--- src/pdp8_ac_pkg.sv ---
/*
 * PDP-8/E accumulator section, shared definitions.
 * Word width, major opcodes, queue and multiplier sizes, and the
 * instruction word with its memory-reference and operate decodings.
 */
package pdp8_ac_pkg;

    localparam int WORD_W = 12;

    typedef logic [WORD_W-1:0] word_t;

    // major opcodes, instruction bits 0..2
    localparam logic [2:0] OP_AND = 3'o0;
    localparam logic [2:0] OP_TAD = 3'o1;
    localparam logic [2:0] OP_DCA = 3'o3;
    localparam logic [2:0] OP_OPR = 3'o7;

    localparam int QUEUE_DEPTH = 4;                       // also the initial credit count
    localparam int QPTR_W      = $clog2(QUEUE_DEPTH);
    localparam int QCNT_W      = $clog2(QUEUE_DEPTH + 1);

    localparam word_t MUY_CODE  = 12'o7405;
    localparam int    MUY_STEPS = 12;
    localparam int    STEP_W    = $clog2(MUY_STEPS + 1);

    typedef struct packed {
        logic [2:0] opcode;
        logic       indirect;
        logic       page;
        logic [6:0] offset;
    } mem_ref_t;

    // group 3 reads cll as mqa, cma as sca, cml as mql, the rotate
    // bits as the EAE code, and iac as the group 3 marker
    typedef struct packed {
        logic [2:0] opcode;
        logic       group;
        logic       cla;
        logic       cll;
        logic       cma;
        logic       cml;
        logic       rar;
        logic       ral;
        logic       twice_bsw;
        logic       iac;
    } opr_t;

    typedef union packed {
        mem_ref_t mem_ref;
        opr_t     opr;
    } instr_u;

endpackage

--- src/ac_cmd_if.sv ---
/*
 * Command channel from the instruction queue to the accumulator core.
 * An entry moves in a cycle with both valid and take high.
 */
`timescale 1ns/1ps

interface ac_cmd_if;
    import pdp8_ac_pkg::*;

    logic   valid;     // head entry present
    instr_u instr;
    word_t  operand;   // memory operand, already fetched
    logic   take;      // core accepts the head entry

    modport queue (
        output valid, instr, operand,
        input  take
    );

    modport core (
        input  valid, instr, operand,
        output take
    );

endinterface

--- src/ac_cmd_queue.sv ---
/*
 * Instruction command FIFO.
 * Holds QUEUE_DEPTH instruction/operand pairs, presents the head entry
 * to the core and returns one credit pulse for every entry taken.
 */
`timescale 1ns/1ps

module ac_cmd_queue (
    input  logic                clk,
    input  logic                reset,
    input  logic                in_valid,
    input  pdp8_ac_pkg::word_t  in_instr,
    input  pdp8_ac_pkg::word_t  in_operand,
    output logic                credit,
    ac_cmd_if.queue             q
);
    import pdp8_ac_pkg::*;

    word_t             instr_mem   [QUEUE_DEPTH];
    word_t             operand_mem [QUEUE_DEPTH];
    logic [QPTR_W-1:0] wr_ptr;
    logic [QPTR_W-1:0] rd_ptr;
    logic [QCNT_W-1:0] count;
    logic              pop;

    assign pop       = q.valid && q.take;
    assign q.valid   = (count != '0);
    assign q.instr   = instr_mem[rd_ptr];
    assign q.operand = operand_mem[rd_ptr];

    always_ff @(posedge clk)
    begin
        if (in_valid)
        begin
            instr_mem[wr_ptr]   <= in_instr;
            operand_mem[wr_ptr] <= in_operand;
        end
    end

    always_ff @(posedge clk)
    begin
        if (reset)
        begin
            wr_ptr <= '0;
            rd_ptr <= '0;
            count  <= '0;
            credit <= 1'b0;
        end
        else
        begin
            credit <= pop;                                 // one credit back per entry
            if (in_valid)
                wr_ptr <= (wr_ptr == QPTR_W'(QUEUE_DEPTH - 1)) ? '0 : wr_ptr + 1'b1;
            if (pop)
                rd_ptr <= (rd_ptr == QPTR_W'(QUEUE_DEPTH - 1)) ? '0 : rd_ptr + 1'b1;
            case ({in_valid, pop})
                2'b10:   count <= count + 1'b1;
                2'b01:   count <= count - 1'b1;
                default: count <= count;                   // idle or push with pop
            endcase
        end
    end

endmodule

--- src/ac_operate_logic.sv ---
/*
 * Accumulator operate logic.
 * Next ac, link and mq for AND, TAD, DCA, group 1 operate and the
 * group 3 MQ microinstructions in mode A. Purely combinational.
 */
`timescale 1ns/1ps

module ac_operate_logic (
    input  pdp8_ac_pkg::instr_u instr,
    input  pdp8_ac_pkg::word_t  operand,
    input  pdp8_ac_pkg::word_t  ac_in,
    input  pdp8_ac_pkg::word_t  mq_in,
    input  logic                l_in,
    output pdp8_ac_pkg::word_t  ac_out,
    output pdp8_ac_pkg::word_t  mq_out,
    output logic                l_out
);
    import pdp8_ac_pkg::*;

    logic [WORD_W:0] la;      // {l,ac} working value
    word_t           mq_w;
    logic            mqa;
    logic            mql;
    logic            is_g1;
    logic            is_g3;

    assign mqa   = instr.opr.cll;
    assign mql   = instr.opr.cml;
    assign is_g1 = !instr.opr.group;
    assign is_g3 = instr.opr.group && instr.opr.iac;     // group 2 has iac bit clear

    always_comb
    begin
        la   = {l_in, ac_in};
        mq_w = mq_in;
        case (instr.opr.opcode)
            OP_AND: la[WORD_W-1:0] = ac_in & operand;
            OP_TAD: la = {l_in, ac_in} + {1'b0, operand};    // carry lands in l
            OP_DCA: la[WORD_W-1:0] = '0;
            OP_OPR:
            begin
                if (is_g1)
                begin
                    if (instr.opr.cla)
                        la[WORD_W-1:0] = '0;
                    if (instr.opr.cll)
                        la[WORD_W] = 1'b0;
                    if (instr.opr.cma)
                        la[WORD_W-1:0] = ~la[WORD_W-1:0];
                    if (instr.opr.cml)
                        la[WORD_W] = ~la[WORD_W];
                    if (instr.opr.iac)
                        la = la + 1'b1;
                    // rotates see the result of iac
                    case ({instr.opr.rar, instr.opr.ral, instr.opr.twice_bsw})
                        3'b001:  la[11:0] = {la[5:0], la[11:6]};           // bsw
                        3'b010:  la = {la[11:0], la[12]};                  // ral
                        3'b011:  la = {la[10:0], la[12], la[11]};          // rtl
                        3'b100:  la = {la[0], la[12], la[11:1]};           // rar
                        3'b101:  la = {la[1], la[0], la[12], la[11:2]};    // rtr
                        default: ;
                    endcase
                end
                else if (is_g3)
                begin
                    if (instr.opr.cla)
                        la[WORD_W-1:0] = '0;
                    if (mqa && mql)
                        {la[WORD_W-1:0], mq_w} = {mq_w, la[WORD_W-1:0]};  // swp
                    else if (mqa)
                        la[WORD_W-1:0] = la[WORD_W-1:0] | mq_w;
                    else if (mql)
                    begin
                        mq_w           = la[WORD_W-1:0];
                        la[WORD_W-1:0] = '0;
                    end
                end
            end
            default: ;                                       // isz, jms, jmp, iot
        endcase
        ac_out = la[WORD_W-1:0];
        l_out  = la[WORD_W];
        mq_out = mq_w;
    end

endmodule

--- src/eae_multiplier.sv ---
/*
 * EAE multiply (MUY) loop.
 * Shift-and-add over MUY_STEPS iterations, giving
 * AC,MQ = MQ * operand + AC. The link is not touched.
 */
`timescale 1ns/1ps

module eae_multiplier (
    input  logic                clk,
    input  logic                reset,
    input  logic                start,
    input  pdp8_ac_pkg::word_t  ac_in,
    input  pdp8_ac_pkg::word_t  mq_in,
    input  pdp8_ac_pkg::word_t  operand,
    output logic                done,
    output pdp8_ac_pkg::word_t  ac_out,
    output pdp8_ac_pkg::word_t  mq_out
);
    import pdp8_ac_pkg::*;

    logic [STEP_W-1:0] sc;        // step counter
    logic              running;
    logic              step;
    word_t             acc;
    word_t             mqr;
    word_t             mpy;       // multiplicand held for the loop
    logic [WORD_W:0]   sum;

    assign step   = running && (sc != '0);
    assign sum    = {1'b0, acc} + {1'b0, mpy};
    assign ac_out = acc;
    assign mq_out = mqr;

    always_ff @(posedge clk)
    begin
        if (reset)
        begin
            sc      <= '0;
            running <= 1'b0;
            done    <= 1'b0;
        end
        else
        begin
            done <= 1'b0;
            if (start)
            begin
                sc      <= STEP_W'(MUY_STEPS);
                running <= 1'b1;
            end
            else if (step)
                sc <= sc - 1'b1;
            else if (running)
            begin
                running <= 1'b0;       // one cycle after the last step
                done    <= 1'b1;
            end
        end
    end

    always_ff @(posedge clk)
    begin
        if (start)
        begin
            acc <= ac_in;
            mqr <= mq_in;
            mpy <= operand;
        end
        else if (step)
        begin
            if (mqr[0])
                {acc, mqr} <= {sum, mqr[WORD_W-1:1]};         // add, carry shifts in
            else
                {acc, mqr} <= {1'b0, acc, mqr[WORD_W-1:1]};
        end
    end

endmodule

--- src/ac_core.sv ---
/*
 * Accumulator core.
 * Owns ac, link and mq, takes commands from the queue, loads the
 * operate logic result or runs MUY on the multiplier, and pulses
 * retire once the new register values are visible.
 */
`timescale 1ns/1ps

module ac_core (
    input  logic                clk,
    input  logic                reset,
    ac_cmd_if.core              c,
    input  pdp8_ac_pkg::word_t  op_ac,
    input  pdp8_ac_pkg::word_t  op_mq,
    input  logic                op_l,
    output logic                muy_start,
    input  logic                muy_done,
    input  pdp8_ac_pkg::word_t  muy_ac,
    input  pdp8_ac_pkg::word_t  muy_mq,
    output logic                retire,
    output pdp8_ac_pkg::word_t  ac,
    output pdp8_ac_pkg::word_t  mq,
    output logic                l
);
    import pdp8_ac_pkg::*;

    logic busy;     // multiply in flight
    logic is_muy;

    assign is_muy = (c.instr.mem_ref.opcode == OP_OPR) &&
                    ({c.instr.mem_ref.indirect, c.instr.mem_ref.page,
                      c.instr.mem_ref.offset} == MUY_CODE[8:0]);

    assign c.take    = c.valid && !busy;
    assign muy_start = c.take && is_muy;     // operand still at the queue head

    always_ff @(posedge clk)
    begin
        if (reset)
        begin
            ac     <= '0;
            mq     <= '0;
            l      <= 1'b0;
            busy   <= 1'b0;
            retire <= 1'b0;
        end
        else
        begin
            retire <= 1'b0;
            if (c.take)
            begin
                if (is_muy)
                    busy <= 1'b1;
                else
                begin
                    ac     <= op_ac;
                    mq     <= op_mq;
                    l      <= op_l;
                    retire <= 1'b1;
                end
            end
            else if (busy && muy_done)
            begin
                ac     <= muy_ac;          // l keeps its value
                mq     <= muy_mq;
                busy   <= 1'b0;
                retire <= 1'b1;
            end
        end
    end

endmodule

--- src/ac_top.sv ---
/*
 * Accumulator section top level.
 * Credit-flow command queue feeding the core, with the operate
 * logic and the MUY multiplier beside it.
 */
`timescale 1ns/1ps

module ac_top (
    input  logic                clk,
    input  logic                reset,
    input  logic                cmd_valid,
    input  pdp8_ac_pkg::word_t  cmd_instr,
    input  pdp8_ac_pkg::word_t  cmd_operand,
    output logic                credit,
    output logic                retire,
    output pdp8_ac_pkg::word_t  ac,
    output logic                l,
    output pdp8_ac_pkg::word_t  mq
);
    import pdp8_ac_pkg::*;

    word_t op_ac;
    word_t op_mq;
    logic  op_l;
    logic  muy_start;
    logic  muy_done;
    word_t muy_ac;
    word_t muy_mq;

    ac_cmd_if cmd ();

    ac_cmd_queue u_queue (
        .clk(clk), .reset(reset),
        .in_valid(cmd_valid), .in_instr(cmd_instr), .in_operand(cmd_operand),
        .credit(credit), .q(cmd)
    );

    ac_operate_logic u_logic (
        .instr(cmd.instr), .operand(cmd.operand),
        .ac_in(ac), .mq_in(mq), .l_in(l),
        .ac_out(op_ac), .mq_out(op_mq), .l_out(op_l)
    );

    eae_multiplier u_muy (
        .clk(clk), .reset(reset), .start(muy_start),
        .ac_in(ac), .mq_in(mq), .operand(cmd.operand),
        .done(muy_done), .ac_out(muy_ac), .mq_out(muy_mq)
    );

    ac_core u_core (
        .clk(clk), .reset(reset), .c(cmd),
        .op_ac(op_ac), .op_mq(op_mq), .op_l(op_l),
        .muy_start(muy_start), .muy_done(muy_done),
        .muy_ac(muy_ac), .muy_mq(muy_mq),
        .retire(retire), .ac(ac), .mq(mq), .l(l)
    );

endmodule

--- config.mk ---
export PLATFORM = sky130hd
export DESIGN_NAME = ac_top
export DESIGN_NICKNAME = d
export VERILOG_FILES = /design/src/pdp8_ac_pkg.sv /design/src/ac_cmd_if.sv /design/src/ac_cmd_queue.sv /design/src/ac_operate_logic.sv /design/src/eae_multiplier.sv /design/src/ac_core.sv /design/src/ac_top.sv
export SDC_FILE = /design/constraint.sdc
export NUM_CORES = 1
export LEC_CHECK = 0
export ABC_AREA = 1
export CAP_MARGIN = 20
export CORE_MARGIN = 3
export CORE_UTILIZATION = 58
export CTS_CLUSTER_SIZE = 24
export DETAILED_ROUTE_END_ITERATION = 16
export DONT_BUFFER_PORTS = 1
export PLACE_DENSITY = 0.76
export SYNTH_ARGS = -nofsm -noshare
export SYNTH_HDL_FRONTEND = slang
export SYNTH_SLANG_ARGS = --single-unit
--- constraint.sdc ---
create_clock -name clk -period 3.3 [get_ports clk]
set_clock_uncertainty 0.2 [all_clocks]
set_input_delay 0.495 -clock clk [delete_from_list [all_inputs] [get_ports clk]]
set_output_delay 0.495 -clock clk [all_outputs]
set_load 0.01 [all_outputs]
==> flow_summary.toml, run 1 <==
[power]
power.density_nw_per_um2 = 868
power_frac_comb_pct = 49.1
p_int_mw = 5.12
ir_drop_uv = 486
clkPwrFrac_pct = 21.7
leakagePower_nw = 4.39
p_sw_share_pct = 46.3
p_seq_share_pct = 29.2
total_switching_power_mw = 4.42

[synthesis]
synth_cell_types = 47
avgSynthCellArea_um2 = 8.37
synthCells = 1161
yosysSeqAreaShare_pct = 49.6
synth_warnings = 0
syn_area_um2 = 9720
postSynth.asyncResetShare_pct = 0
ys.flop_type = "edfxtp_1"
ys_ff_latch = 175
synth_nets = 1223
synth_edf_count = 132

[global_route]
grt_pass1_wl_um = 41300
grt-ovfl-total = 0
antenna_found_initial = 0
grt_max_degree = 39
grt_use_total_pct = 28.9
first_global_vias = 7653

[placed_design]
dp_slack_ns = 0.0882
dp_hpwl_um = 18300
gp_congestion = 0.937
portBuffers = 0

[floorplanning]
die_h_um = 135
die_x_um = 135
core_um2 = 16100
num_io_pins = 54
start_util_pct = 60.3
dieArea_um2 = 18400
rows = 46

[sta]
fin_crit_sh_pct = 94.1
holdWs_ns = 0.134
worst_slew_pin_slew_ns = 1.07
setup_viol = 0
worst_slack_ns = 0.193
slew_headroom_pct = 28.6
finalHoldViolCount = 0
finalSetupTns_ns = 0
slew_violations = 0
finalCriticalPeriod_ns = 3.11
rsz0062_at_grt = "false"
fmax_mhz = 322

[worst_setup_path]
critPathRequiredTime_ns = 3.46
arrival_ns = 3.26
crit_type = "reg2reg"
crit_path_max_fanout = 27
end_kind = "flip-flop"
startpoint_type = "flip-flop"

[min_path]
min_from = "cmd_valid"
hold_path_class = "in2reg"

[clocking]
cts.sinks = 175
clockRootBuffer = "clkbuf_16"
clock_latency_ns = 0.43
cts_tree = "done"
cts_buffers = 17
htreeDepth = 4
clockBufferDepth = 2
clkSlewWorstSetupHoldPaths_ns = 0.07

[detailed_routing]
wl_um = 26100
vias = 8485
antenna_left = 0
route.detailed.drc = 0
drtPass1Iterations = 6
drt-initial-drc-count = 1079
vias_per_cell = 5.96
wl_per_cell_um = 18.3

[finish]
n_antenna_cell = 0
layout_commonest_cell = "nand2_1"
fin_util_pct = 68.2
drive_above_1_share_pct = 9.94
syn_to_final_growth_pct = 13.1
num-nets-final = 1256
final_cell_mix = "276 x nand2_1, 132 x edfxtp_1, 103 x inv_1"
nFillCells = 1298

[status]
status = "completed"

[run]
maxCapViolations = 0
## final cells by class
type                    instances  area (µm²)  area share [%]
flip-flops and latches        175        4830            43.9
multi-input cells             822        4280            38.9
repair buffers                 60         551            5.01
inverters                     118         448            4.07
clock buffers                  18         429            3.90
well taps                     216         270            2.46
clock inverters                14         191            1.74
## registers in the layout (all words and copies together), names as in the netlist, 2 cells and up, named ones only
signal,flops
u_core.ac,12
u_core.mq,12
u_muy.ac_out,12
u_muy.mpy,12
u_muy.mq_out,12
u_muy.sc,4
u_queue.count,3
u_queue.instr_mem,48
u_queue.operand_mem,48
u_queue.rd_ptr,2
u_queue.wr_ptr,2
## metal layers
layer	global-route usage [%]	part of all wire, %	vias to the layer above
li1	-	-	4066
met2	45.7	46	400
met5	0	0	-
met1	41.3	42	3962
met3	4.42	9.0	57
met4	8.85	2.4	0
## critical path, cell delays in order, from the launching register on
cell and delay, ns:
dfxtp_2 0.38, inv_4 0.09, buf_12 0.15, nand2_1 0.06
nand3_1 0.10, nand2_4 0.26, nand2_1 0.15, nand2_1 0.12
nand3_2 0.11, nor2_4 0.22, nand2_1 0.11, nand2_1 0.09
nand2_1 0.12, inv_1 0.10, nand2_1 0.07, nand2_1 0.07
nor3_1 0.04, o21ai_1 0.27, nand2_1 0.11, a21oi_1 0.18
## cells by family after synthesis
family | Yosys count | share of synthesized area (%)
compound gates | 277 | 15.9
xor+xnor | 11 | 1.07
fa+ha+maj | 35 | 4.74
buf+inv | 164 | 6.86
flops | 175 | 49.6
simple gates | 499 | 21.8
## power by group through the flow
stage | combinational [mW] | sequential [mW] | clock [mW]
CTS | 4.50 | 2.77 | 2.09
global placement | 4.40 | 2.82 | 0
detailed placement | 4.42 | 2.82 | 0
finish | 4.69 | 2.78 | 2.07
global route | 5.19 | 2.80 | 2.20
floorplan | 3.29 | 2.74 | 0
## per-stage QoR
stage / std cells / cell area [µm²] / power, mW
after floorplan: 1161 / 9720 / 6.03
after global placement: 1364 / 10000 / 7.22
after detailed placement: 1364 / 10000 / 7.24
after CTS: 1421 / 10900 / 9.35
after global routing: 1423 / 11000 / 10.2
final: 1423 / 11000 / 9.54
## cells in the mapped netlist (2+ instances only)
cell       instances  area [µm²]
o22ai_1           25         156
ha_1              32         400
edfxtp_1         132        3960
nor2_4             4        45.0
nand3_1           72         360
inv_1            103         387
o211ai_1           7        52.6
o2111ai_1          3        26.3
a21oi_1           92         460
buf_1              2        7.51
nand4_1            9        56.3
nor3_2             3        30.0
buf_2             11        55.1
xor2_1            10        87.6
or2_2              2        12.5
buf_4              4        30.0
fa_1               3        60.1
nand3_2            2        20.0
nor2_2             4        25.0
buf_6              3        33.8
clkbuf_1          26        97.6
nor2_1           102         383
and2_1             3        18.8
a31oi_1           17         106
nand2_1          276        1040
nand2_2            9        56.3
a221oi_1           8        70.1
nor3_1             9        45.0
o21ai_1           31         155
o21bai_1           2        15.0
inv_2             15        56.3
dfxtp_1           43         861
o221ai_1           2        17.5
o21ai_0           82         410
## repair_timing
action | in CTS | in global routing
hold buffers | 25 | 0
endpoints found under the setup margin | 0 | 48
hold endpoints to repair | 104 | 0
buffers inserted | 0 | 2
gates resized for setup | 0 | 23
## worst paths after layout
kind | end | slack, ns | cells after the start
worst max-delay path | u_core.ac[3]$_SDFFE_PP0P_ | 0.19 | 19
worst min-delay path | u_queue.wr_ptr[1]$_SDFFE_PP0P_ | 0.13 | 2
worst max register to register | u_core.ac[3]$_SDFFE_PP0P_ | 0.19 | 19
worst min register to register | u_muy.sc[1]$_SDFFE_PP0P_ | 0.27 | 2
Power figures use the tool's default switching activity.
==> run 2: changes to the inputs <==
--- a/config.mk
+++ b/config.mk
@@ -12,7 +12,7 @@
 export CTS_CLUSTER_SIZE = 24
 export DETAILED_ROUTE_END_ITERATION = 16
 export DONT_BUFFER_PORTS = 1
-export PLACE_DENSITY = 0.76
+export PLACE_DENSITY_LB_ADDON = 0.3
 export SYNTH_ARGS = -nofsm -noshare
 export SYNTH_HDL_FRONTEND = slang
 export SYNTH_SLANG_ARGS = --single-unit
==> run 2 against run 1 <==
  * Register-to-register slack better by 0.04 ns
  * Utilization decreased by 0.26 points
  * Final cell count did not move
  * Combinational power is 0.9% higher
  * Critical path depth shrank 1
  * Via count grew 0.91%
  * Clock-buffer cell count down 1
  * Fmax is 1.3% higher
  * Clock power fell by 6%
  * Design area is 0.39% lower
  * Critical path type unchanged
  * Critical endpoint is now u_core.ac[9]$_SDFFE_PP0P_
  * Largest cell class unchanged
  * Highest routed layer is now met5
==> flow_summary.toml, run 2 (synthesized netlist as in run 1, its figures left out) <==
[detailed_routing]
wl_per_cell_um = 19.0
vias_per_cell = 6.02
drtPass1Iterations = 6
route.detailed.drc = 0
vias = 8562
antenna_left = 0
drt-initial-drc-count = 912
wl_um = 27100

[power]
ir_drop_uv = 531
leakagePower_nw = 4.37
power.density_nw_per_um2 = 862

[clocking]
cts_tree = "done"
cts.sinks = 175
clockRootBuffer = "clkbuf_16"
post_cts_buffers = 0
cts_buffers = 17
clkSlewWorstSetupHoldPaths_ns = 0.07
htreeDepth = 4
clockBufferDepth = 2
clock_latency_ns = 0.44

[global_route]
grt_max_degree = 38
first_global_vias = 7972
grt_pass1_wl_um = 42600
grt-ovfl-total = 0
antenna_found_initial = 1
grt_use_total_pct = 30.0

[floorplanning]
rows = 46
die_x_um = 135
start_util_pct = 60.3
die_h_um = 135
core_um2 = 16100
dieArea_um2 = 18400
num_io_pins = 54

[finish]
drive_above_1_share_pct = 9.78
syn_to_final_growth_pct = 12.6
n_antenna_cell = 0
fin_util_pct = 68.0
layout_commonest_cell = "nand2_1"
final_cell_mix = "275 x nand2_1, 132 x edfxtp_1, 103 x inv_1"
num-nets-final = 1256
largestRegisters = "u_queue.instr_mem: 48 flops, u_queue.operand_mem: 48 flops"

[worst_setup_path]
crit_type = "reg2reg"
arrival_ns = 3.23
cp_common_cell = "nand2_1"
end_kind = "flip-flop"
crit_path_max_fanout = 15
critical_path_buf_inv_count = 2
critPathRequiredTime_ns = 3.46
max_stage_delay_ns = 0.39
startpoint_type = "flip-flop"
path_cells = "inv_4 -> buf_12 -> nand2_1 -> nand3_2 -> nand2_4 -> nand2_1 -> nand2_1 -> nand3_2 -> nor2_4 -> nand4_1 -> nand2_1 -> and2_1 -> nand2_1 -> nand4_1 -> nand2_1 -> nand2_1 -> nand2_1 -> a21oi_1"
slowest_stage = "dfxtp_2"
critPathTopFamily = "simple AND/OR/NAND/NOR gates"

[placed_design]
gp_congestion = 0.954
dp_slack_ns = 0.184
dp_hpwl_um = 19300
portBuffers = 0

[run]
maxCapViolations = 0

[sta]
fin_crit_sh_pct = 93.0
finalSetupTns_ns = 0
finalCriticalPeriod_ns = 3.07
finalHoldViolCount = 0
slew_headroom_pct = 30.1
worst_slew_pin_slew_ns = 1.05
slew_violations = 0
setup_viol = 0
fmax_mhz = 326
rsz0062_at_grt = "false"
worst_slack_ns = 0.233

[min_path]
hold_path_class = "in2reg"

[status]
status = "completed"
run 2: changes by cell type in the layout (fill, tap and decap cells not counted), sizes merged:
cell,delta
clkbuf,-1
inv,-2
clkinv,+2
bufinv,-1
clkinvlp,+2
buf,-2
nand2,+2
run 2: timing repair:
item | CTS | global route
resized for setup | 0 | 22
hold endpoints to repair | 103 | 0
hold buffers | 25 | 0
setup endpoints to repair | 0 | 15
run 2: worst min-delay path, stage by stage:
cell,delay [ns]
nor2_1,0.03
nand2_1,0.06
inv_1,0.03
run 2: metal layers:
metal | part of all wire [%] | GRT usage [%]
met1 | 39 | 39.3
met2 | 46 | 47.3
met3 | 10 | 7.62
met4 | 4.9 | 13.5
met5 | 0.048 | 0
run 2: area by class of cell:
class	instances	area, µm²
clock inverter	15	153
tap	216	270
sequential	175	4830
timing repair buffer	58	539
fill	1287	5160
clock buffer	17	425
multi-input combinational	824	4290
inverter	118	448
run 2: power by group:
group | switching [mW] | leakage (nW) | internal [mW] | total, mW
Sequential | 0.210 | 1.56 | 2.55 | 2.76
Combinational | 3.28 | 2.54 | 1.46 | 4.73
Clock | 0.948 | 0.277 | 1.00 | 1.95
run 2: worst paths after layout:
check | from | slack, ns | depth (start not counted) | endpoint
hold reg to reg | u_muy.sc[1]$_SDFFE_PP0P_ | 0.26 | 2 | u_muy.sc[1]$_SDFFE_PP0P_
setup reg to reg | flip-flop | 0.23 | 18 | u_core.ac[9]$_SDFFE_PP0P_
setup / recovery | flip-flop | 0.23 | 18 | u_core.ac[9]$_SDFFE_PP0P_
hold / removal | reset | 0.02 | 3 | u_core.l$_SDFFE_PP0P_
run 2: per-stage QoR:
stage	cell area (µm²)	total power, mW	cells	hold slack (ns)
2_1_floorplan	9720	6.03	1161	0.239
3_3_place_gp	10000	7.24	1364	0.250
3_5_place_dp	10000	7.26	1364	0.256
4_1_cts	10900	9.24	1421	0.00745
5_1_grt	11000	10.1	1423	0.0344
6_report	11000	9.45	1423	0.0203
==> run 3: changes to the inputs <==
--- a/config.mk
+++ b/config.mk
@@ -8,10 +8,12 @@
 export ABC_AREA = 1
 export CAP_MARGIN = 20
 export CORE_MARGIN = 3
-export CORE_UTILIZATION = 58
+export CORE_UTILIZATION = 60
+export CTS_BUF_LIST = sky130_fd_sc_hd__clkbuf_8
 export CTS_CLUSTER_SIZE = 24
 export DETAILED_ROUTE_END_ITERATION = 16
 export DONT_BUFFER_PORTS = 1
+export HOLD_SLACK_MARGIN = 0.08
 export PLACE_DENSITY_LB_ADDON = 0.3
 export SYNTH_ARGS = -nofsm -noshare
 export SYNTH_HDL_FRONTEND = slang
==> run 3 against run 2 <==
  * Design area is 0.87% lower
  * Utilization is 1.9 points higher
  * Setup slack worse by 0.092 ns
  * First-iteration DRC count is 3.8% higher
  * Via count up 1.0%
  * Critical path type unchanged
  * Clock-buffer cell count rose by 1
  * Critical endpoint is now u_core.ac[7]$_SDFFE_PP0P_
  * Fmax shrank 2.9%
  * Die area down 3.2%
  * Sequential cell count unchanged
  * Sequential share of layout area grew 0.39 points
==> flow_summary.toml, run 3 (synthesized netlist as in run 1, its figures left out) <==
[status]
status = "completed"

[detailed_routing]
vias = 8648
drtPass1Iterations = 8
antenna_left = 0
drt-initial-drc-count = 947
vias_per_cell = 6.06
route.detailed.drc = 0
wl_um = 26400
wl_per_cell_um = 18.5

[worst_setup_path]
startpoint_type = "flip-flop"
end_kind = "flip-flop"
arrival_ns = 3.32
max_stage_delay_ns = 0.41
critPathRequiredTime_ns = 3.46
path_cells = "buf_4 -> o21ai_0 -> o22ai_2 -> ha_2 -> a21oi_1 -> o21ai_0 -> a21oi_1 -> nor2_1 -> o21ai_0 -> nand2_1 -> o21ai_0 -> a21oi_1 -> a211oi_1 -> nand2_1 -> nand2_1 -> a21oi_1"
crit_type = "reg2reg"
crit_path_max_fanout = 12
slowest_stage = "dfxtp_1"
reg2reg_depth = 16

[placed_design]
portBuffers = 0
gp_congestion = 1.00
dp_hpwl_um = 18400
place_inst = 1364
dpl-instance-area_um2 = 10100

[global_route]
grt_pass1_wl_um = 42200
grt-ovfl-total = 0
first_global_vias = 8039
antenna_found_initial = 0
grt_max_degree = 41
grt_use_total_pct = 29.8

[finish]
largestRegisters = "u_queue.instr_mem: 48 flops, u_queue.operand_mem: 48 flops"
nFillCells = 1257
num-nets-final = 1266
design_area_um2 = 10900
n_antenna_cell = 0
syn_to_final_growth_pct = 11.7
layout_commonest_cell = "nand2_1"
stdcell_count = 1428
final_cell_mix = "273 x nand2_1, 132 x edfxtp_1, 104 x inv_1"
regArea_um2 = 4830
drive_above_1_share_pct = 11.0
multi_input_area_um2 = 4310

[floorplanning]
num_io_pins = 54
die_x_um = 133
rows = 45
die_h_um = 133
start_util_pct = 62.6
core_um2 = 15500
dieArea_um2 = 17800

[sta]
finalCriticalPeriod_ns = 3.16
finalHoldViolCount = 0
fin_crit_sh_pct = 95.7
slew_violations = 0
holdWs_ns = 0.269
finalSetupTns_ns = 0
worst_slew_pin_slew_ns = 1.04
slew_headroom_pct = 30.9
setup_viol = 0
fmax_mhz = 317

[clocking]
cts_buffers = 17
clockBufferDepth = 2
htreeDepth = 4
clockRootBuffer = "clkbuf_8"
clkSlewWorstSetupHoldPaths_ns = 0.09
cts_tree = "done"
cts.sinks = 175
clock_latency_ns = 0.47

[power]
total_power_mw = 9.08
ir_drop_uv = 470
power.density_nw_per_um2 = 836
leakagePower_nw = 4.34

[min_path]
hold_path_class = "reg2reg"
whs_path_depth = 2

[run]
maxCapViolations = 0
## run 3: cell types whose count changed in the layout (fill, tap and decap cells not counted), moves of 3 or more
cell,previous run,this run
clkbuf_16,17,1
nand2_2,10,13
clkbuf_8,0,18
buf_4,29,40
## run 3: where the power goes
group / internal (mW) / switching [mW]
clock network: 0.646 / 0.867
registers: 2.55 / 0.212
logic: 1.53 / 3.28
## run 3: worst paths after layout
check	end	slack, ns	from
setup / recovery	u_core.ac[7]$_SDFFE_PP0P_	0.14	flip-flop
hold / removal	u_muy.sc[1]$_SDFFE_PP0P_	0.27	u_muy.sc[1]$_SDFFE_PP0P_
setup reg to reg	u_core.ac[7]$_SDFFE_PP0P_	0.14	flip-flop
hold reg to reg	u_muy.sc[1]$_SDFFE_PP0P_	0.27	u_muy.sc[1]$_SDFFE_PP0P_
## run 3: stage by stage
stage                     utilization [%]  setup slack [ns]
after floorplan                         -             0.206
after global placement               64.7            0.0984
after global routing                 69.9           -0.0199
after CTS                            69.0            0.0837
after detailed placement             64.7           0.00733
final                                69.9             0.141
## run 3: worst max-delay path: cells and delay by family (launching register included)
| kind | cells | cell delay, ns |
|---|---|---|
| DFF | 1 | 0.41 |
| buffers and inverters | 1 | 0.23 |
| adders and majority gates | 1 | 0.36 |
| AOI/OAI and AO/OA | 10 | 1.51 |
| and+or+nand+nor | 4 | 0.33 |
## run 3: what timing repair did
action | in CTS | in global routing
pin swaps | 0 | 2
cloned | 0 | 2
endpoints found under the hold margin | 105 | 0
resized for setup | 1 | 22
hold buffers | 26 | 0
setup buffers | 0 | 4
endpoints found under the setup margin | 1 | 26
## run 3: metal layers
| metal | share of wire, % | wire length, µm | up-vias | track usage [%] |
|---|---|---|---|---|
| met1 | 40 | 10700 | 3977 | 41.4 |
| met4 | 3.9 | 1020 | 0 | 11.4 |
| li1 | - | - | 4086 | - |
| met5 | 0 | 0 | - | 0 |
| met3 | 9.9 | 2620 | 81 | 4.91 |
| met2 | 46 | 12100 | 504 | 47.4 |
## run 3: area by class of cell
type	instances	share of cell area, %
Sequential cell	175	44.5
Multi-Input combinational cell	823	39.7
Timing Repair Buffer	69	5.68
Inverter	118	4.10
Tap cell	211	2.43
Clock buffer	18	2.28
Clock inverter	14	1.39
